## config.mk

```make
export PLATFORM = sky130hd
export DESIGN_NAME = wb_priority_arbiter
export DESIGN_NICKNAME = d
export VERILOG_FILES = /design/src/source/wb_pkg.sv /design/src/source/wb_priority_arbiter.sv
export SDC_FILE = /design/constraint.sdc
export NUM_CORES = 1
export LEC_CHECK = 0
export BUFFER_PORTS_ARGS = -buffer_cell sky130_fd_sc_hd__buf_2
export CAP_MARGIN = 20
export CORE_AREA = 2 2 123 125
export CTS_BUF_LIST = sky130_fd_sc_hd__clkbuf_8
export DETAILED_ROUTE_END_ITERATION = 8
export DIE_AREA = 0 0 125 127
export PLACE_DENSITY = 0.48
export SLEW_MARGIN = 20
export SYNTH_ARGS = -nofsm -noshare
export SYNTH_HDL_FRONTEND = slang
export SYNTH_SLANG_ARGS = --single-unit
```

## constraint.sdc

```tcl
create_clock -name i_clk -period 1.14 [get_ports i_clk]
set_clock_uncertainty 0.2 [all_clocks]
set_input_delay 0.057 -clock i_clk [delete_from_list [all_inputs] [get_ports i_clk]]
set_output_delay 0.057 -clock i_clk [all_outputs]
set_load 0.05 [all_outputs]
```

## src/source/wb_pkg.sv

```systemverilog
package wb_pkg;

    // word addressed bus, so the two byte bits are gone
    localparam int ADDR_W = 30;
    localparam int DATA_W = 32;
    // one lane per byte of data
    localparam int SEL_W = DATA_W / 8;

    typedef logic [ADDR_W-1:0] wb_addr_t;
    typedef logic [DATA_W-1:0] wb_data_t;
    typedef logic [SEL_W-1:0]  wb_sel_t;

    // master to slave side of one wishbone port
    typedef struct packed {
        // cycle held from first strobe to last response
        logic     cyc;
        // one transfer offered this clock
        logic     stb;
        logic     we;
        wb_addr_t addr;
        // write data, ignored on reads
        wb_data_t data;
        // byte lanes written
        wb_sel_t  sel;
    } wb_req_t;

    // slave to master side of one wishbone port
    typedef struct packed {
        // one per accepted transfer, in issue order
        logic     ack;
        // offered strobe not taken this clock
        logic     stall;
        // transfer ended without a device
        logic     err;
        // read data, valid with ack
        wb_data_t data;
    } wb_rsp_t;

endpackage : wb_pkg

```

## src/source/wb_priority_arbiter.sv

```systemverilog
`timescale 1ns/1ns

module wb_priority_arbiter (
    input  logic            i_clk,
    input  logic            i_reset,
    // preferred master
    input  wb_pkg::wb_req_t i_a,
    output wb_pkg::wb_rsp_t o_a,
    // secondary master
    input  wb_pkg::wb_req_t i_b,
    output wb_pkg::wb_rsp_t o_b,
    // merged port toward the slave side
    output wb_pkg::wb_req_t o_m,
    input  wb_pkg::wb_rsp_t i_m
);

    // set while b owns the bus
    logic            owner_b_q;
    // request of whichever port owns the bus
    wb_pkg::wb_req_t sel_req;

    assign sel_req = owner_b_q ? i_b : i_a;

    // owner register
    // ownership only moves while the owner is idle,
    // so responses still in flight go back to the right port
    always_ff @(posedge i_clk) begin
        if (i_reset) begin
            owner_b_q <= 1'b0;
        end else if (!sel_req.cyc) begin
            // a wins a tie
            if (i_a.cyc) begin
                owner_b_q <= 1'b0;
            end else if (i_b.cyc) begin
                owner_b_q <= 1'b1;
            end
        end
    end

    // merged request
    always_comb begin
        o_m = sel_req;
        // strobe only inside the owner's own cycle
        o_m.stb = sel_req.cyc && sel_req.stb;
    end

    // responses
    // data goes to both ports, handshakes only to the owner
    always_comb begin
        o_a = i_m;
        o_b = i_m;
        o_a.ack = i_m.ack && !owner_b_q;
        o_a.err = i_m.err && !owner_b_q;
        o_b.ack = i_m.ack && owner_b_q;
        o_b.err = i_m.err && owner_b_q;
        // non-owner is held off
        o_a.stall = i_m.stall || owner_b_q;
        o_b.stall = i_m.stall || !owner_b_q;
    end

    // every ack or err from below lands while the owner still holds cyc,
    // otherwise it would reach a port that no longer owns the bus
    a_rsp_inside_owner_cycle : assert property (
        @(posedge i_clk) disable iff (i_reset)
        (i_m.ack || i_m.err) |-> sel_req.cyc
    );

endmodule : wb_priority_arbiter

```

==> metrics.txt <==
status=finished with violations; failing checks=negative hold slack, negative setup slack; Final WS setup=-0.262 ns; share of layout cells above drive strength 1=0.984; Final #Nets=~480; met3 Usage GRT=0.0310; Pins Over Slew Limit=0; Post-Syn Area=roughly 1500 um^2; critical path type=flip-flop to output port; final hold vios=64; non-filler cells in the finished layout=~490; Syn Inst Count=155; Vias/cell=roughly 3.4; worst reg2reg path depth=3; post-route cell area=2850 um^2; RSZ-0062 raised after global routing=true; Synth cell types=15; Top reg by flops=owner_b_q; CP delay by family, top=flip-flops; Seq pwr share=0.022; met2 usage=0.120; total of max-cap violations=0; M1 GR Usage=0.0538; reg-to-reg endpoint=owner_b_q; Peak VDD IR=0.255 mV; Hold Crit Class=primary input to output port; GPL Wtd Cong=0.719; CP Capture Type=output port; final setup TNS=-15.48 ns; sequential-to-total area share from yosys stat=0.0131; Syn Area/Cell=just under 10 um^2; initial antenna violation count=1; core area=14400 um^2; gr ovfl total=0; Final Util=0.198; Net Count, Synth=330; Hold WS=-0.0860 ns; Hold Crit Start=i_m[15]; First-pass DRT Iterations=4; Worst-Skew Late Latency=0 ns; max reg flops=1; most utilized layer in the global route result=met2; r2r startpoint=owner_b_q; largest registers=owner_b_q (1); Ports=around 310; Die Wd=125 um; reg-to-reg slack, setup=0.07 ns; Area Overhead vs Synth=86.9%; Max stage delay on crit path=0.38 ns; dpl hpwl=roughly 4.8 mm; Iteration-0 DRC Markers=17; first-pass GRT wire length=7.85 mm; Hold Path End=o_a[15]; element type at the critical path start=flip-flop; Die Y=approximately 130 um; placed cells=487; design internal power=around 0.92 mW; Clock power frac=0; Total Power=2.07 mW; Placed Area=between 2000 and 2500 um^2; Yosys reg bits=1; input/output buffers=217; routed len/inst=11.4 um; post-layout min period=around 1.4 ns; Final Setup Violations=73; pin count of the biggest net entering global routing=33; synth warn=0; crit-path max FO=29; Worst-Margin Slew=0.251 ns; Gate power share=0.978; DRT Wirelength=5.57 mm; worst-path cell chain=buf_16 > mux2_2 > buf_6; final worst-path cycle share=1.23; ANT cells=0; Initial Util=0.106; row count=44; sw power=1.15 mW; CTS clk-pin slew, worst paths=0 ns; normalized max-slew margin=0.834; worst path required time=0.88 ns; DRT antenna net count=0; LEAKAGE=1.46 nW; DRC viols=0; crit path buf inv count=2; switching part of the total power=0.556; total number of vias=1670; fmax=713 MHz; post-place setup slack=-0.305 ns; hold path depth=0; Power Density=between 700 and 800 nW/um^2; Tot GR Track Use=0.0586; area of the die=between 15000 and 20000 um^2; slowest cell on the critical path=dfxtp_4; vias in the first global route=between 1500 and 2000; Critical Path AT=1.15 ns
==> cells by family (layout without fill, tap and decap cells) <==
logic type / Yosys count / in the layout / synth area share
buf+inv: 73 / 222 / 0.361
mux: 68 / 68 / 0.576
simple gates: 11 / 11 / 0.0427
compound gates: 2 / 2 / 0.00738
flops: 1 / 1 / 0.0131
==> how the worst max path moves through the flow <==
| stage | start | endpoint | slack, ns | depth (start not counted) |
|---|---|---|---|---|
| final | owner_b_q | o_m[3] | -0.26 | 3 |
| after global routing | owner_b_q | o_m[3] | -0.30 | 3 |
| after CTS | owner_b_q | o_m[65] | -0.27 | 3 |
| after detailed placement | owner_b_q | o_m[2] | -0.30 | 3 |
| after global placement | owner_b_q | o_m[1] | -0.28 | 3 |
| after floorplan | owner_b_q | o_m[34] | -0.22 | 4 |
==> routing by layer <==
layer / up-vias / part of all wire
met5: - / 0.0013
met4: 2 / 0
met3: 2 / 0.18
met2: 190 / 0.53
met1: 714 / 0.29
li1: 762 / -
==> synthesized netlist by cell type <==
library cell | number | area, um^2
clkbuf_2 | 1 | 5.00
mux2_2 | 38 | 428
and2_1 | 2 | 12.5
o21ai_0 | 1 | 5.00
buf_4 | 64 | 480
nand2_1 | 1 | 3.75
nand2b_1 | 3 | 18.8
dfxtp_1 | 1 | 20.0
mux2_4 | 30 | 450
o22ai_1 | 1 | 6.26
or2_2 | 1 | 6.26
buf_6 | 4 | 45.0
nand3_1 | 1 | 5.00
buf_2 | 4 | 20.0
nor2b_1 | 3 | 18.8
==> power by group through the flow <==
stage / registers (mW) / clock network [mW] / logic (mW)
after floorplan: 0.0386 / 0 / 1.87
after global placement: 0.0428 / 0 / 1.71
after detailed placement: 0.0436 / 0 / 1.71
after CTS: 0.0440 / 0 / 1.99
after global routing: 0.0456 / 0 / 2.11
final: 0.0447 / 0 / 2.03
==> worst reg2reg max path, cell delays in order (launching register included) <==
cell	delay, ns
dfxtp_4	0.38
buf_12	0.21
nand2b_1	0.10
o22ai_2	0.10
==> layout by cell type, fill, tap and decap left out, drive strengths merged <==
cell,n
nand2,1
and2,2
o22ai,1
nor2b,3
or2,1
buf,222
nand2b,3
mux2,68
dfxtp,1
o21ai,1
nand3,1
==> cell type report <==
type                            count  area, um^2
Fill cell                        1548       11600
Multi-Input combinational cell     81        1000
Sequential cell                     1        23.8
Tap cell                          184         230
Timing Repair Buffer              222        1600
==> what timing repair did <==
item | 4_1_cts | 5_1_grt
resized for setup | 131 | 15
setup endpoints to repair | 74 | 75
setup buffers | 0 | 1
endpoints found under the hold margin | 64 | 64
Power figures use the tool's default switching activity.
