===== src/source/wb_pkg.sv =====
package wb_pkg;

    // word addressed bus, so the two byte bits are gone
    localparam int ADDR_W = 30;
    localparam int DATA_W = 32;
    // one lane per byte of data
    localparam int SEL_W = DATA_W / 8;

    typedef logic [ADDR_W-1:0] wb_addr_t;
    typedef logic [DATA_W-1:0] wb_data_t;
    typedef logic [SEL_W-1:0]  wb_sel_t;

    // master to slave side of one wishbone port
    typedef struct packed {
        // cycle held from first strobe to last response
        logic     cyc;
        // one transfer offered this clock
        logic     stb;
        logic     we;
        wb_addr_t addr;
        // write data, ignored on reads
        wb_data_t data;
        // byte lanes written
        wb_sel_t  sel;
    } wb_req_t;

    // slave to master side of one wishbone port
    typedef struct packed {
        // one per accepted transfer, in issue order
        logic     ack;
        // offered strobe not taken this clock
        logic     stall;
        // transfer ended without a device
        logic     err;
        // read data, valid with ack
        wb_data_t data;
    } wb_rsp_t;

endpackage : wb_pkg


===== src/source/soc_map_pkg.sv =====
package soc_map_pkg;

    // top address bits that pick a block
    // 9 bits of a 30 bit word address leaves 8 MB per block
    localparam int BLOCK_W = 9;

    typedef logic [BLOCK_W-1:0] block_t;

    // 0x0000_0000 .. 0x007f_ffff, block ram
    localparam block_t MEM_BLOCK = block_t'(0);
    // 0x0080_0000 .. 0x00ff_ffff, simple device
    localparam block_t SMPL_BLOCK = block_t'(1);

    // simple device word offsets, low four address bits
    typedef enum logic [3:0] {
        // read only id word
        REG_ID       = 4'h0,
        // plain read/write word
        REG_SCRATCH  = 4'h1,
        // last faulting word address, read as bytes
        REG_ERR_ADDR = 4'h2,
        // clocks since reset
        REG_POWER    = 4'h3,
        // bit 0 drives the irq line
        REG_IRQ      = 4'h4
    } smpl_reg_e;

    // id word of the simple device
    localparam logic [31:0] SMPL_ID = 32'h2019_1028;

endpackage : soc_map_pkg


===== src/source/bus_decoder.sv =====
`timescale 1ns/1ns

module bus_decoder (
    input  logic             i_clk,
    input  logic             i_reset,
    // merged master port
    input  wb_pkg::wb_req_t  i_m,
    output wb_pkg::wb_rsp_t  o_m,
    // device strobes
    output logic             o_mem_stb,
    output logic             o_smpl_stb,
    // device returns
    input  logic             i_mem_ack,
    input  logic             i_smpl_ack,
    input  wb_pkg::wb_data_t i_mem_data,
    input  wb_pkg::wb_data_t i_smpl_data,
    // strobe that hit no device, one clock late
    output logic             o_bus_err
);

    // block field of the word address
    soc_map_pkg::block_t block;
    logic                mem_sel;
    logic                smpl_sel;
    logic                none_sel;
    logic                ack_q;
    logic                err_q;
    wb_pkg::wb_data_t    data_q;

    assign block = i_m.addr[wb_pkg::ADDR_W-1 -: soc_map_pkg::BLOCK_W];

    // address decode
    assign mem_sel  = (block == soc_map_pkg::MEM_BLOCK);
    assign smpl_sel = (block == soc_map_pkg::SMPL_BLOCK);
    assign none_sel = !mem_sel && !smpl_sel;

    assign o_mem_stb  = i_m.stb && mem_sel;
    assign o_smpl_stb = i_m.stb && smpl_sel;

    // handshake return
    always_ff @(posedge i_clk) begin
        if (i_reset) begin
            ack_q <= 1'b0;
            err_q <= 1'b0;
        end else begin
            ack_q <= i_mem_ack || i_smpl_ack;
            // unmapped strobe errors out on the next clock
            err_q <= i_m.stb && none_sel;
        end
    end

    // data return
    // zero when nobody acks, so idle cycles show a clean bus
    always_ff @(posedge i_clk) begin
        if (i_smpl_ack) begin
            data_q <= i_smpl_data;
        end else if (i_mem_ack) begin
            data_q <= i_mem_data;
        end else begin
            data_q <= '0;
        end
    end

    assign o_m.ack   = ack_q;
    assign o_m.err   = err_q;
    // no device here ever holds off a strobe
    assign o_m.stall = 1'b0;
    assign o_m.data  = data_q;

    assign o_bus_err = err_q;

    // selects are exclusive and devices answer in strobe order,
    // so two devices never answer on the same clock
    a_single_device_ack : assert property (
        @(posedge i_clk) disable iff (i_reset)
        !(i_mem_ack && i_smpl_ack)
    );

endmodule : bus_decoder


===== config.mk =====
export PLATFORM = sky130hd
export DESIGN_NAME = bus_decoder
export DESIGN_NICKNAME = d
export VERILOG_FILES = /design/src/source/wb_pkg.sv /design/src/source/soc_map_pkg.sv /design/src/source/bus_decoder.sv
export SDC_FILE = /design/constraint.sdc
export NUM_CORES = 1
export LEC_CHECK = 0
export BUFFER_PORTS_ARGS = -buffer_cell sky130_fd_sc_hd__buf_2
export CAP_MARGIN = 20
export CORE_ASPECT_RATIO = 1.1
export CORE_MARGIN = 5
export CORE_UTILIZATION = 30
export DETAILED_ROUTE_END_ITERATION = 8
export PLACE_DENSITY = 0.87
export SKIP_CTS_REPAIR_TIMING = 1
export SYNTH_ARGS = -nofsm -noshare
export SYNTH_HDL_FRONTEND = slang
export SYNTH_SLANG_ARGS = --single-unit

===== constraint.sdc =====
create_clock -name i_clk -period 1.85 [get_ports i_clk]
set_input_delay 0.185 -clock i_clk [delete_from_list [all_inputs] [get_ports i_clk]]
set_output_delay 0.185 -clock i_clk [all_outputs]
set_load 0.005 [all_outputs]

==> results.cfg, run 1 <==
[power_and_ir_drop]
worst_ir_drop_vdd_mv = 0.375
power_density_nw_per_um2 = 860
internal-power_mw = 1.21
p_seq_frac = 0.522
comb_power_share = 0.149
clock_network_fraction_of_design_power = 0.329
leakage_nw = 0.965
report.power.total_mw = 1.53
switching_share = 0.210
power.switching_mw = 0.321

[global_routing]
grt_antenna_before_repair = 0
grt_start_max_net_pins = 35
grt_first_pass_wirelength_mm = 4.39
grt_remaining_overflow = 0
track_usage = 0.119
grt_pass1_vias = 1082

[critical_path]
critPathLaunchType = input pin
criticalPathCategory = input pin to output port
crit_fanout = 3
end_kind = output port
worst-endpoint-required_ns = 1.66
worst_ep_arrival_time_ns = 1.18

[clocking]
clock-sinks = 34
cts_inserted_buffers = 5
cts-htree-levels = 2
clk_pin_slew_worst_paths_ns = 0.06
tritoncts = done
cts_buffer_depth = 2
cts.root.buffer_cell = sky130_fd_sc_hd__clkbuf_8

[timing]
max_freq_mhz = 731
finalSetupViolations = 0
grt_setup_unrepaired = no
finalWorstSetupSlack_ns = 0.483
drv_slew = 0
hold_viol = 0
final_period_minus_worst_setup_slack_ns = 1.37
period_share = 0.739
setup-tns-final_ns = 0

[die]
fp.dieArea_um2 = 4990
core_area_um2 = 3600
row_count = 23
die_w_um = 67.8
die_h_um = 73.6
num_io_pins = 175
initial_core_util = 0.306

[cells_and_area]
antenna-diode-count = 0
layout-area-overhead-vs-synth_pct = 61.6
fillers = 336
multiInputGateArea_um2 = 363
area_occupied_by_registers_um2 = 681
finalInstanceArea_um2 = 1780
nNetsFinal = 340
layout-drive-gt1-share = 0.629

[routing]
vias = 1099
firstDrtPassIters = 4
met1_length_mm = 1.21
drtAntennaViolNets = 0
routed-wl-met3_um = 697
drt_first_iter_violations = 36
wire_per_inst_um = 12.8
avgViaCountPerCell = 4.36
drt_wl_total_mm = 3.22
met2RoutedLength_mm = 1.31
detail_route.drc_violations = 0
topRoutingLayerUsed = met3

[place]
detailed_place.area_um2 = 1700
place.port_buffers = 114
pre_cts_setup_slack_ns = 0.467
post-dp-hpwl_mm = 2.65
gp_congestion = 0.664

[synth]
postSynthNetCount = 227
syn_avg_cell_area_um2 = 12.2
yosys_warnings = 0
synthesis.instances = 90
synth.cell_area_um2 = 1100
yosys_top_cell_by_area = sky130_fd_sc_hd__dfxtp_1
netlist-cell-type-count = 15
yosysSeqAreaShare = 0.617
netlist.area_leader.share = 0.617
yosys_register_bits = 34
synth_area_leaders = sky130_fd_sc_hd__dfxtp_1 62%, sky130_fd_sc_hd__a22o_1 25%, sky130_fd_sc_hd__buf_4 2.0%, sky130_fd_sc_hd__or4_4 2.0%, sky130_fd_sc_hd__buf_2 1.8%

[min_path]
worstHoldPathCells = 2
worstHoldPathType = input pin to register

[run]
cap_violations = 0

[status]
outcome = finished, final reports clean
-- metrics by stage --
stage               hold WS (ns)  std cells  utilization
CTS                       0.0611        252        0.495
global route              0.0751        252        0.495
global placement           0.359        246        0.472
floorplan                  0.257         90            -
detailed placement         0.363        246        0.472
finish                    0.0756        252        0.495
-- path summary, 6_finish.rpt --
| path | from | end |
|---|---|---|
| worst min-delay path | i_reset | ack_q |
| worst max-delay path | i_m[62] | o_mem_stb |
-- layout by cell type (no fill, tap or decap) --
cell and count:
sky130_fd_sc_hd__buf_2 114, sky130_fd_sc_hd__dfxtp_1 34, sky130_fd_sc_hd__a22o_1 31, sky130_fd_sc_hd__clkbuf_8 6, sky130_fd_sc_hd__nand2_1 3, sky130_fd_sc_hd__inv_1 2
sky130_fd_sc_hd__or4_4 2, sky130_fd_sc_hd__nor2_1 2, sky130_fd_sc_hd__buf_4 2, sky130_fd_sc_hd__o21ai_0 1, sky130_fd_sc_hd__nor2b_2 1, sky130_fd_sc_hd__nor4_2 1
sky130_fd_sc_hd__nor3_2 1, sky130_fd_sc_hd__o211a_1 1, sky130_fd_sc_hd__conb_1 1
-- final cells by class --
cell class,count,share of cell area
sequential,34,0.382
timing repair buffer,116,0.329
multi-input combinational,44,0.204
clock buffer,6,0.0463
tap,50,0.0351
inverter,2,0.00421
-- layer usage --
| layer | up-vias | GRT usage |
|---|---|---|
| li1 | 551 | - |
| met1 | 452 | 0.123 |
| met2 | 96 | 0.190 |
| met3 | 0 | 0.0887 |
| met4 | 0 | 0.0331 |
| met5 | - | 0 |
-- worst max-delay path: stages --
cell,delay (ns)
sky130_fd_sc_hd__buf_2,0.10
sky130_fd_sc_hd__or4_4,0.55
sky130_fd_sc_hd__nor4_2,0.20
sky130_fd_sc_hd__buf_2,0.15
-- flip-flops by register name, indices dropped and copies added (netlist names) --
signal and flops:
data_q 32, ack_q 1, o_bus_err 1
-- power groups by stage --
stage | combinational, mW | clock (mW) | sequential (mW)
finish | 0.228 | 0.504 | 0.800
floorplan | 0.0769 | 0 | 0.826
global route | 0.254 | 0.550 | 0.804
detailed placement | 0.232 | 0 | 0.816
CTS | 0.233 | 0.530 | 0.800
global placement | 0.228 | 0 | 0.815
-- cells by family after synthesis --
group | count (synthesis) | synth area share
flip-flops | 34 | 0.617
other | 1 | 0.00340
AND/OR/NAND/NOR | 10 | 0.0636
buffers and inverters | 12 | 0.0556
AO/OA/AOI/OAI | 33 | 0.260
-- synthesized netlist by cell type --
master and number:
sky130_fd_sc_hd__nor2b_1 1, sky130_fd_sc_hd__nor2_1 2, sky130_fd_sc_hd__clkbuf_1 3, sky130_fd_sc_hd__nor4_2 1
sky130_fd_sc_hd__buf_4 3, sky130_fd_sc_hd__o21ai_0 1, sky130_fd_sc_hd__nor3_2 1, sky130_fd_sc_hd__dfxtp_1 34
sky130_fd_sc_hd__conb_1 1, sky130_fd_sc_hd__nand2_1 3, sky130_fd_sc_hd__or4_4 2, sky130_fd_sc_hd__a22o_1 31
sky130_fd_sc_hd__inv_1 2, sky130_fd_sc_hd__o211a_1 1, sky130_fd_sc_hd__buf_2 4
Note: power is estimated with default switching activity, not from simulation.
==> run 2, diff against run 1 <==
--- a/config.mk
+++ b/config.mk
@@ -9,9 +9,9 @@
 export CAP_MARGIN = 20
 export CORE_ASPECT_RATIO = 1.1
 export CORE_MARGIN = 5
-export CORE_UTILIZATION = 30
+export CORE_UTILIZATION = 25
 export DETAILED_ROUTE_END_ITERATION = 8
-export PLACE_DENSITY = 0.87
+export PLACE_DENSITY = 0.78
 export SKIP_CTS_REPAIR_TIMING = 1
 export SYNTH_ARGS = -nofsm -noshare
 export SYNTH_HDL_FRONTEND = slang
==> constraint.sdc (replaced) <==
create_clock -name i_clk -period 1.1 [get_ports i_clk]
set_input_delay 0.11 -clock i_clk [delete_from_list [all_inputs] [get_ports i_clk]]
set_output_delay 0.11 -clock i_clk [all_outputs]
set_load 0.005 [all_outputs]
==> results.cfg, run 2 (synthesis results as in run 1) <==
[power_and_ir_drop]
power_density_nw_per_um2 = 1460
report.power.total_mw = 2.66
leakage_nw = 0.987
worst_ir_drop_vdd_mv = 0.998

[die]
row_count = 25
initial_core_util = 0.257
die_w_um = 73.3
fp.dieArea_um2 = 5840
num_io_pins = 175
core_area_um2 = 4290
die_h_um = 79.6

[min_path]
worstHoldPathType = input pin to register

[routing]
vias = 1116
avgViaCountPerCell = 4.28
wire_per_inst_um = 12.8
drtAntennaViolNets = 0
drt_wl_total_mm = 3.34
detail_route.drc_violations = 0
firstDrtPassIters = 4
drt_first_iter_violations = 12

[global_routing]
grt_antenna_before_repair = 0
grt_remaining_overflow = 0
grt_first_pass_wirelength_mm = 5.13
grt_start_max_net_pins = 22
grt_pass1_vias = 1128
track_usage = 0.114

[place]
gp_congestion = 0.759
place.port_buffers = 114
post-dp-hpwl_mm = 2.69
detailed_place.area_um2 = 1720
pre_cts_setup_slack_ns = -0.115

[cells_and_area]
finalInstanceArea_um2 = 1830
layout-area-overhead-vs-synth_pct = 65.7
layout_commonest_cell = sky130_fd_sc_hd__buf_2
nNetsFinal = 343
mostFrequentLayoutCells = 113 x sky130_fd_sc_hd__buf_2, 34 x sky130_fd_sc_hd__dfxtp_1, 31 x sky130_fd_sc_hd__a22o_1, 6 x sky130_fd_sc_hd__clkbuf_8, 4 x sky130_fd_sc_hd__buf_4
most_flop_heavy_register = data_q
largest_register_ffs = 32
layout-drive-gt1-share = 0.628
antenna-diode-count = 0

[critical_path]
worst_ep_arrival_time_ns = 1.10
end_kind = output port
crit_fanout = 3
criticalPathCategory = input pin to output port
critPathLaunchType = input pin
worst-endpoint-required_ns = 0.99

[status]
violated_checks = negative setup slack
outcome = finished, violations left

[timing]
holdWs_ns = 0.0271
max_freq_mhz = 826
hold_viol = 0
drv_slew = 0
finalWorstSetupSlack_ns = -0.111
finalSetupViolations = 2
final_period_minus_worst_setup_slack_ns = 1.21
setup-tns-final_ns = -0.178
period_share = 1.10
grt_setup_unrepaired = yes

[clocking]
cts.root.buffer_cell = sky130_fd_sc_hd__clkbuf_8
cts_buffer_depth = 2
tritoncts = done
cts_inserted_buffers = 5
clock-sinks = 34
clk_pin_slew_worst_paths_ns = 0.07
cts-htree-levels = 2

[run]
cap_violations = 0
[run 2: cell types whose count changed in the layout (fill, tap and decap cells not counted), sizes merged]
cell	delta
buf	+2
clkbuf	+1
clkinv	+1
dlygate4sd3	+1
[run 2: per-layer routing]
metal,up-vias,track usage,routed length [um]
met3,2,0.0693,612
met4,0,0.0272,7
met2,90,0.168,1370
met1,462,0.139,1360
li1,562,-,-
met5,-,0,0
[run 2: final timing paths]
check | cells after the start | slack, ns | start | to
worst max-delay path | 4 | -0.11 | i_m[59] | o_mem_stb
worst min-delay path | 3 | 0.03 | i_smpl_data[15] | data_q[15]
[run 2: critical path, stage by stage]
cell                     delay (ns)
sky130_fd_sc_hd__buf_6         0.09
sky130_fd_sc_hd__or4_4         0.55
sky130_fd_sc_hd__nor4_2        0.21
sky130_fd_sc_hd__buf_2         0.15
[run 2: through the flow]
stage / std cells / utilization
after floorplan: 90 / -
after global placement: 252 / 0.401
after detailed placement: 252 / 0.401
after CTS: 260 / 0.422
after global routing: 261 / 0.426
final: 261 / 0.426
[run 2: area by class of cell]
cell class	instances	area, um^2
Fill cell	406	2460
Sequential cell	34	681
Timing Repair Buffer	119	617
Multi-Input combinational cell	44	363
Clock buffer	7	86.3
Tap cell	54	67.6
Inverter	2	7.51
Clock inverter	1	5.00
[run 2: power by group]
part / internal (mW) / switching, mW / total [mW]
registers: 1.33 / 0.0203 / 1.35
clock network: 0.504 / 0.415 / 0.919
logic: 0.240 / 0.156 / 0.396
total: 2.07 / 0.591 / 2.66
