`src/source/wb_pkg.sv`:
```
package wb_pkg;

    // word addressed bus, so the two byte bits are gone
    localparam int ADDR_W = 30;
    localparam int DATA_W = 32;
    // one lane per byte of data
    localparam int SEL_W = DATA_W / 8;

    typedef logic [ADDR_W-1:0] wb_addr_t;
    typedef logic [DATA_W-1:0] wb_data_t;
    typedef logic [SEL_W-1:0]  wb_sel_t;

    // master to slave side of one wishbone port
    typedef struct packed {
        // cycle held from first strobe to last response
        logic     cyc;
        // one transfer offered this clock
        logic     stb;
        logic     we;
        wb_addr_t addr;
        // write data, ignored on reads
        wb_data_t data;
        // byte lanes written
        wb_sel_t  sel;
    } wb_req_t;

    // slave to master side of one wishbone port
    typedef struct packed {
        // one per accepted transfer, in issue order
        logic     ack;
        // offered strobe not taken this clock
        logic     stall;
        // transfer ended without a device
        logic     err;
        // read data, valid with ack
        wb_data_t data;
    } wb_rsp_t;

endpackage : wb_pkg

```
`src/source/soc_map_pkg.sv`:
```
package soc_map_pkg;

    // top address bits that pick a block
    // 9 bits of a 30 bit word address leaves 8 MB per block
    localparam int BLOCK_W = 9;

    typedef logic [BLOCK_W-1:0] block_t;

    // 0x0000_0000 .. 0x007f_ffff, block ram
    localparam block_t MEM_BLOCK = block_t'(0);
    // 0x0080_0000 .. 0x00ff_ffff, simple device
    localparam block_t SMPL_BLOCK = block_t'(1);

    // simple device word offsets, low four address bits
    typedef enum logic [3:0] {
        // read only id word
        REG_ID       = 4'h0,
        // plain read/write word
        REG_SCRATCH  = 4'h1,
        // last faulting word address, read as bytes
        REG_ERR_ADDR = 4'h2,
        // clocks since reset
        REG_POWER    = 4'h3,
        // bit 0 drives the irq line
        REG_IRQ      = 4'h4
    } smpl_reg_e;

    // id word of the simple device
    localparam logic [31:0] SMPL_ID = 32'h2019_1028;

endpackage : soc_map_pkg

```
`src/source/simple_device.sv`:
```
`timescale 1ns/1ns

module simple_device (
    input  logic             i_clk,
    input  logic             i_reset,
    // master bus request, watched on every clock
    input  wb_pkg::wb_req_t  i_req,
    // strobe already decoded for this device
    input  logic             i_stb,
    output logic             o_ack,
    output wb_pkg::wb_data_t o_data,
    // registered bus error from the decoder
    input  logic             i_bus_err,
    output logic             o_irq
);

    soc_map_pkg::smpl_reg_e reg_sel;
    logic                   ack_q;
    logic                   irq_q;
    wb_pkg::wb_data_t       data_q;
    wb_pkg::wb_data_t       scratch_q;
    // clocks since reset
    logic [31:0]            power_q;
    // word address of the last bus error
    wb_pkg::wb_addr_t       err_addr_q;

    // register offset from the low address bits
    assign reg_sel = soc_map_pkg::smpl_reg_e'(i_req.addr[3:0]);

    // every strobe answers on the next clock
    always_ff @(posedge i_clk) begin
        if (i_reset) begin
            ack_q <= 1'b0;
        end else begin
            ack_q <= i_stb;
        end
    end

    // irq flag, written from bit 0
    always_ff @(posedge i_clk) begin
        if (i_reset) begin
            irq_q <= 1'b0;
        end else if (i_stb && i_req.we && (reg_sel == soc_map_pkg::REG_IRQ)) begin
            irq_q <= i_req.data[0];
        end
    end

    // scratch word, full width regardless of sel
    always_ff @(posedge i_clk) begin
        if (i_stb && i_req.we && (reg_sel == soc_map_pkg::REG_SCRATCH)) begin
            scratch_q <= i_req.data;
        end
    end

    // power counter
    // top bit sticks once set, the rest keeps wrapping
    always_ff @(posedge i_clk) begin
        if (i_reset) begin
            power_q <= '0;
        end else if (!power_q[31]) begin
            power_q <= power_q + 32'd1;
        end else begin
            power_q[30:0] <= power_q[30:0] + 31'd1;
        end
    end

    // error strobe is a clock behind the fault,
    // the faulting master still holds addr here
    always_ff @(posedge i_clk) begin
        if (i_bus_err) begin
            err_addr_q <= i_req.addr;
        end
    end

    // read mux, registered with the strobe
    always_ff @(posedge i_clk) begin
        if (i_stb) begin
            case (reg_sel)
                soc_map_pkg::REG_ID:       data_q <= soc_map_pkg::SMPL_ID;
                soc_map_pkg::REG_SCRATCH:  data_q <= scratch_q;
                // byte address view of the captured word
                soc_map_pkg::REG_ERR_ADDR: data_q <= {err_addr_q, 2'b00};
                soc_map_pkg::REG_POWER:    data_q <= power_q;
                soc_map_pkg::REG_IRQ:      data_q <= {31'd0, irq_q};
                default:                   data_q <= '0;
            endcase
        end
    end

    assign o_ack  = ack_q;
    assign o_data = data_q;
    assign o_irq  = irq_q;

endmodule : simple_device

```
`config.mk`:
```
export PLATFORM = sky130hd
export DESIGN_NAME = simple_device
export DESIGN_NICKNAME = d
export VERILOG_FILES = /design/src/source/wb_pkg.sv /design/src/source/soc_map_pkg.sv /design/src/source/simple_device.sv
export SDC_FILE = /design/constraint.sdc
export NUM_CORES = 1
export LEC_CHECK = 0
export ABC_CLOCK_PERIOD_IN_PS = 4630
export BUFFER_PORTS_ARGS = -buffer_cell sky130_fd_sc_hd__buf_4
export CORE_MARGIN = 10
export CORE_UTILIZATION = 44
export DETAILED_ROUTE_END_ITERATION = 12
export PLACE_DENSITY = 0.67
export SETUP_SLACK_MARGIN = 0.02
export SYNTH_ARGS = -nofsm -noshare
export SYNTH_HDL_FRONTEND = slang
export SYNTH_SLANG_ARGS = --single-unit
```
`constraint.sdc`:
```
create_clock -name i_clk -period 4.63 [get_ports i_clk]
set_clock_uncertainty 0.2 [all_clocks]
set_input_delay 0 -clock i_clk [delete_from_list [all_inputs] [get_ports i_clk]]
set_output_delay 0 -clock i_clk [all_outputs]
set_load 0.005 [all_outputs]
```
==> results of run 1 <==
-- Yosys cell counts (4+ instances only) --
master / number / share of area [%]
edfxtp_1: 94 / 55
nor2_1: 40 / 2.9
dfxtp_1: 34 / 13
a21oi_1: 23 / 2.3
a22oi_1: 23 / 3.4
mux2_2: 23 / 5.1
o21ai_0: 19 / 1.9
clkbuf_1: 16 / 1.2
nand3_1: 12 / 1.2
mux2i_1: 11 / 2.2
or3_1: 11 / 1.3
nand2_1: 10 / 0.74
nand4_1: 9 / 1.1
xnor2_1: 7 / 1.2
nor3_1: 5 / 0.49
o31ai_1: 5 / 0.74
or4_1: 5 / 0.74
xor2_1: 5 / 0.86
and4_1: 4 / 0.69
-- where the power goes --
part	total (uW)	leakage [uW]	internal, uW	switching (uW)
combinational	191	0.00123	112	78.7
clock	1220	0.000264	776	445
sequential	1290	0.00119	1280	14.0
total	2700	0.00268	2160	537
-- how the worst min path moves through the flow --
stage,depth (start not counted),endpoint,from
final,2,scratch_q[18],i_req[22]
after global routing,2,err_addr_q[27],i_req[63]
after CTS,2,scratch_q[30],i_req[34]
after detailed placement,1,err_addr_q[11],i_req[47]
after global placement,1,err_addr_q[12],i_req[48]
after floorplan,0,err_addr_q[0],i_req[36]
-- cell usage in the layout, fill, tap and decap left out, drive strengths merged, types with 3 or more instances in the layout --
master / count
a21oi: 23
and4: 4
o31ai: 5
or3: 11
nand3: 12
edfxtp: 94
nor3: 5
or4: 7
o21ai: 19
nand2b: 3
dlygate4sd3: 67
a22oi: 23
clkbuf: 21
nand2: 10
nand4: 10
clkinv: 8
mux2: 23
buf: 102
xor2: 5
and3: 3
xnor2: 7
nor2: 40
nor2b: 3
dfxtp: 34
mux2i: 11
-- state kept, by name (all words and copies together), names as in the netlist --
signal and cells:
err_addr_q 30, o_ack 1, o_data 32, o_irq 1, power_q 32, scratch_q 32
-- through the flow --
step,utilization [%],instances,cell area [um2],total power (uW)
3_5_place_dp,52.5,604,5970,1460
6_report,63.1,702,7180,2700
3_3_place_gp,52.5,604,5970,1460
2_1_floorplan,-,380,5100,1360
5_1_grt,63.1,702,7180,2790
4_1_cts,63.1,702,7180,2720
-- area by class of cell --
type	instances	share of cell area (%)
multi-input cells	229	21.1
clock inverters	10	1.32
repair buffers	169	20.0
inverters	2	0.105
clock buffers	21	6.14
well taps	143	2.49
flip-flops and latches	128	48.8
-- timing repair --
item | in CTS | in global routing
resized for setup | 0 | 0
endpoints found under the hold margin | 178 | 0
hold buffers | 67 | 0
-- layer usage --
layer / global-route usage, % / vias up / share of wire [%]
met2: 25.9 / 113 / 52
met5: 0 / - / 0
met1: 18.4 / 1790 / 41
li1: - / 1782 / -
met4: 5.03 / 0 / 1.0
met3: 5.50 / 10 / 6.2
-- cell families (layout without fill, tap and decap cells) --
logic type,after synthesis,in the layout,share of synthesized area (%)
multiplexers,34,34,7.23
AND/OR/NAND/NOR,111,111,11.6
AO/OA/AOI/OAI,71,71,8.41
XOR/XNOR,12,12,2.06
flip-flops,128,128,68.6
adder cells (fa/ha/maj),1,1,0.245
buffers and inverters,23,202,1.81
-- critical path, cell delays in order, from the launching register on --
cell     delay [ns]
dfxtp_1        0.38
ha_1           0.27
nand3_1        0.21
or4_4          0.67
or4_1          0.53
a21oi_1        0.14
==> results_dict.tcl, run 1 <==
set metrics [dict create \
    ys_seq_area_share_pct 68.6 \
    ant_nets 0 \
    finalMaxSlewViolations 0 \
    fill_cells 851 \
    initial_core_util_pct 44.9 \
    max_freq_mhz 405 \
    layout.nets 621 \
    clk_pin_slew_ns 0.05 \
    ir_drop_uv 273 \
    drive_gt1_share_pct 27.7 \
    grt-ovfl-total 0 \
    grt_pass1_wl_um 19900 \
    path_max_fanout 14 \
    synth_fp_nets 454 \
    rsz0062_at_grt "no" \
    arrival_ns 2.61 \
    cp-endpoint "power_q[26]" \
    wl_per_cell_um 17.6 \
    worstMarginPinSlew_ns 1.16 \
    r2r_end "power_q[26]" \
    grt_usage_pct 15.6 \
    grt_pass1_vias 3818 \
    crit_path_start "power_q[0]" \
    crit_type "register to register" \
    synth.cell_area_um2 5100 \
    antenna_found_initial 0 \
    clock_latency_ns 0.41 \
    portBuffers 100 \
    cts_root_buf "clkbuf_16" \
    fin_tns_setup_ns 0 \
    area_growth_pct 40.6 \
    gp_congestion 0.816 \
    r2r_setup_slack_ns 2.16 \
    dieHeight_um 128 \
    period_share_pct 53.4 \
    ys_seq_elements 128 \
    drt_iter0_markers 232 \
    cts_tree "yes" \
    antenna_cells 0 \
    clkSinkCount 128 \
    hold_viol 0 \
    vias 3695 \
    synth_cell_types 32 \
    start_kind "register" \
    fp.coreArea_um2 11400 \
    rows 39 \
    ys_async_sr_fraction_pct 0 \
    critPathCaptureType "register" \
    whs_ns 0.0969 \
    setup_ws_ns 2.16 \
    multi_input_area_um2 1520 \
    p_leak_uw 0.00268 \
    num_io_pins 107 \
    drc 0 \
    ys.flop_type "edfxtp_1" \
    hpwl_um 7800 \
    h-tree-depth 4 \
    seqCellArea_um2 3500 \
    maxSlewHeadroom_pct 22.5 \
    ys_warn_count 0 \
    netlist_instances 380 \
    synth_edf_count 94 \
    cap_viol_max_count 0 \
    setup_viol 0 \
    grt_max_degree 38 \
    required_ns 4.77 \
    cts_made_buffers 17 \
    layout_min_cycle_time_ns 2.47 \
    via_per_inst 5.26 \
    firstDrtPassIters 4 \
    r2r-start "power_q[0]" \
    post_cts_buffers 0 \
    post-place-ws_ns 2.19 \
    hold_class "primary input to register" \
    clk_path_buf_depth 2 \
    rr_worst_depth 5 \
    status "finished clean" \
    die_area_um2 16300 \
    die_w_um 128 \
    p_per_area_nw_per_um2 376 \
    avgSynthCellArea_um2 13.4 \
    wl_um 12400 \
]
No activity file was read; power rests on OpenSTA's default activity.
==> run 2, diff against run 1 <==
--- a/config.mk
+++ b/config.mk
@@ -5,12 +5,12 @@
 export SDC_FILE = /design/constraint.sdc
 export NUM_CORES = 1
 export LEC_CHECK = 0
-export ABC_CLOCK_PERIOD_IN_PS = 4630
+export ABC_CLOCK_PERIOD_IN_PS = 2000
 export BUFFER_PORTS_ARGS = -buffer_cell sky130_fd_sc_hd__buf_4
 export CORE_MARGIN = 10
 export CORE_UTILIZATION = 44
 export DETAILED_ROUTE_END_ITERATION = 12
-export PLACE_DENSITY = 0.67
+export PLACE_DENSITY = 0.7
 export SETUP_SLACK_MARGIN = 0.02
 export SYNTH_ARGS = -nofsm -noshare
 export SYNTH_HDL_FRONTEND = slang
==> constraint.sdc (replaced) <==
create_clock -name i_clk -period 2 [get_ports i_clk]
set_clock_uncertainty 0.2 [all_clocks]
set_input_delay 0 -clock i_clk [delete_from_list [all_inputs] [get_ports i_clk]]
set_output_delay 0 -clock i_clk [all_outputs]
set_load 0.005 [all_outputs]
==> results_dict.tcl, run 2 (same netlist as run 1, synthesis figures left out) <==
set metrics [dict create \
    status "finished clean" \
    critPathCaptureType "register" \
    setup_ws_ns 0.0139 \
    die_area_um2 16300 \
    drt_iter0_markers 322 \
    cts_tree "yes" \
    gp_congestion 0.805 \
    period_share_pct 99.3 \
    grt_max_degree 38 \
    rsz0062_at_grt "yes" \
    clkSinkCount 128 \
    clk_pin_slew_ns 0.05 \
    arrival_ns 2.12 \
    clk_path_buf_depth 2 \
    layout_common_cells "129 x buf_4, 94 x edfxtp_1, 73 x dlygate4sd3_1" \
    fp.coreArea_um2 11400 \
    firstDrtPassIters 5 \
    start_kind "register" \
    rows 39 \
    cts_made_buffers 17 \
    whs_ns 0.0683 \
    maxSlewHeadroom_pct 64.0 \
    cap_viol_max_count 0 \
    crit_type "register to register" \
    layout_min_cycle_time_ns 1.99 \
    path_max_fanout 10 \
    max_freq_mhz 504 \
    layout.nets 659 \
    p_leak_uw 0.00295 \
    multi_input_area_um2 1560 \
    grt_pass1_vias 4205 \
    wl_um 13200 \
    p_per_area_nw_per_um2 871 \
    num_io_pins 107 \
    wl_per_cell_um 17.8 \
    cts_root_buf "clkbuf_16" \
    drive_gt1_share_pct 35.5 \
    setup_viol 0 \
    required_ns 2.14 \
    clock_latency_ns 0.40 \
    ir_drop_uv 513 \
    initial_core_util_pct 44.9 \
    hpwl_um 8360 \
    hold_class "primary input to register" \
    finalMaxSlewViolations 0 \
    vias 3859 \
    dieHeight_um 128 \
    seqCellArea_um2 3520 \
    worstMarginPinSlew_ns 0.540 \
    grt-ovfl-total 0 \
    hold_viol 0 \
    final_common_cell "buf_4" \
    ant_nets 0 \
    antenna_found_initial 0 \
    grt_usage_pct 16.1 \
    drc 0 \
    area_growth_pct 50.0 \
    antenna_cells 0 \
    fin_util_pct 67.3 \
    fill_cells 773 \
    grt_pass1_wl_um 21000 \
    portBuffers 100 \
    die_w_um 128 \
    h-tree-depth 4 \
    via_per_inst 5.21 \
    post-place-ws_ns 0.00114 \
]
-- run 2: changes by cell type in the layout (fill, tap and decap cells not counted), moves of 2 or more --
cell / change
dlygate4sd3_1: +6
dfxtp_2: +12
or3_1: -2
clkinv_1: -2
dfxtp_1: -13
or3_4: +2
a21oi_1: -2
clkbuf_1: -3
buf_4: +27
clkbuf_8: +2
a21oi_2: +2
buf_6: +3
bufinv_16: +2
-- run 2: final cells by class --
class | instances | share of cell area [%]
clock buffers | 20 | 5.97
clock inverters | 12 | 2.14
inverters | 2 | 0.0981
multi-input cells | 229 | 20.4
flip-flops and latches | 128 | 46.0
well taps | 143 | 2.34
repair buffers | 207 | 23.1
-- run 2: repair_timing --
action,CTS,global route
pin swaps,4,4
setup buffers,2,0
hold buffers,74,0
hold endpoints to repair,163,0
resized for setup,3,13
endpoints found under the setup margin,7,15
-- run 2: metrics by stage --
step                cell area (um2)  setup TNS [ns]  power, uW  instances
floorplan                      5150               0       3160        380
global placement               6230               0       3380        633
detailed placement             6230               0       3390        633
CTS                            7620               0       6710        741
global route                   7660          -0.188       6870        741
finish                         7660               0       6670        741
-- run 2: worst max-delay path, stage by stage (launching register included) --
cell	delay (ns)
dfxtp_1	0.34
nand4_1	0.15
or4_4	0.57
buf_6	0.16
or3_1	0.35
a21oi_1	0.15
-- run 2: layer usage --
layer | GRT usage, % | share of wire (%)
met1 | 18.3 | 39
met2 | 28.2 | 54
met3 | 4.59 | 5.4
met4 | 6.16 | 1.6
met5 | 0 | 0
-- run 2: final timing paths --
path | from | endpoint | slack (ns) | cells after the start
setup / recovery | power_q[14] | power_q[22] | 0.01 | 5
hold / removal | i_req[37] | o_data[1] | 0.07 | 3
setup reg to reg | power_q[14] | power_q[22] | 0.01 | 5
hold reg to reg | power_q[0] | power_q[0] | 0.27 | 1
-- run 2: report_power, final --
| part | switching, uW | internal (uW) |
|---|---|---|
| logic | 189 | 279 |
| registers | 32.2 | 2950 |
| clock network | 1080 | 2130 |
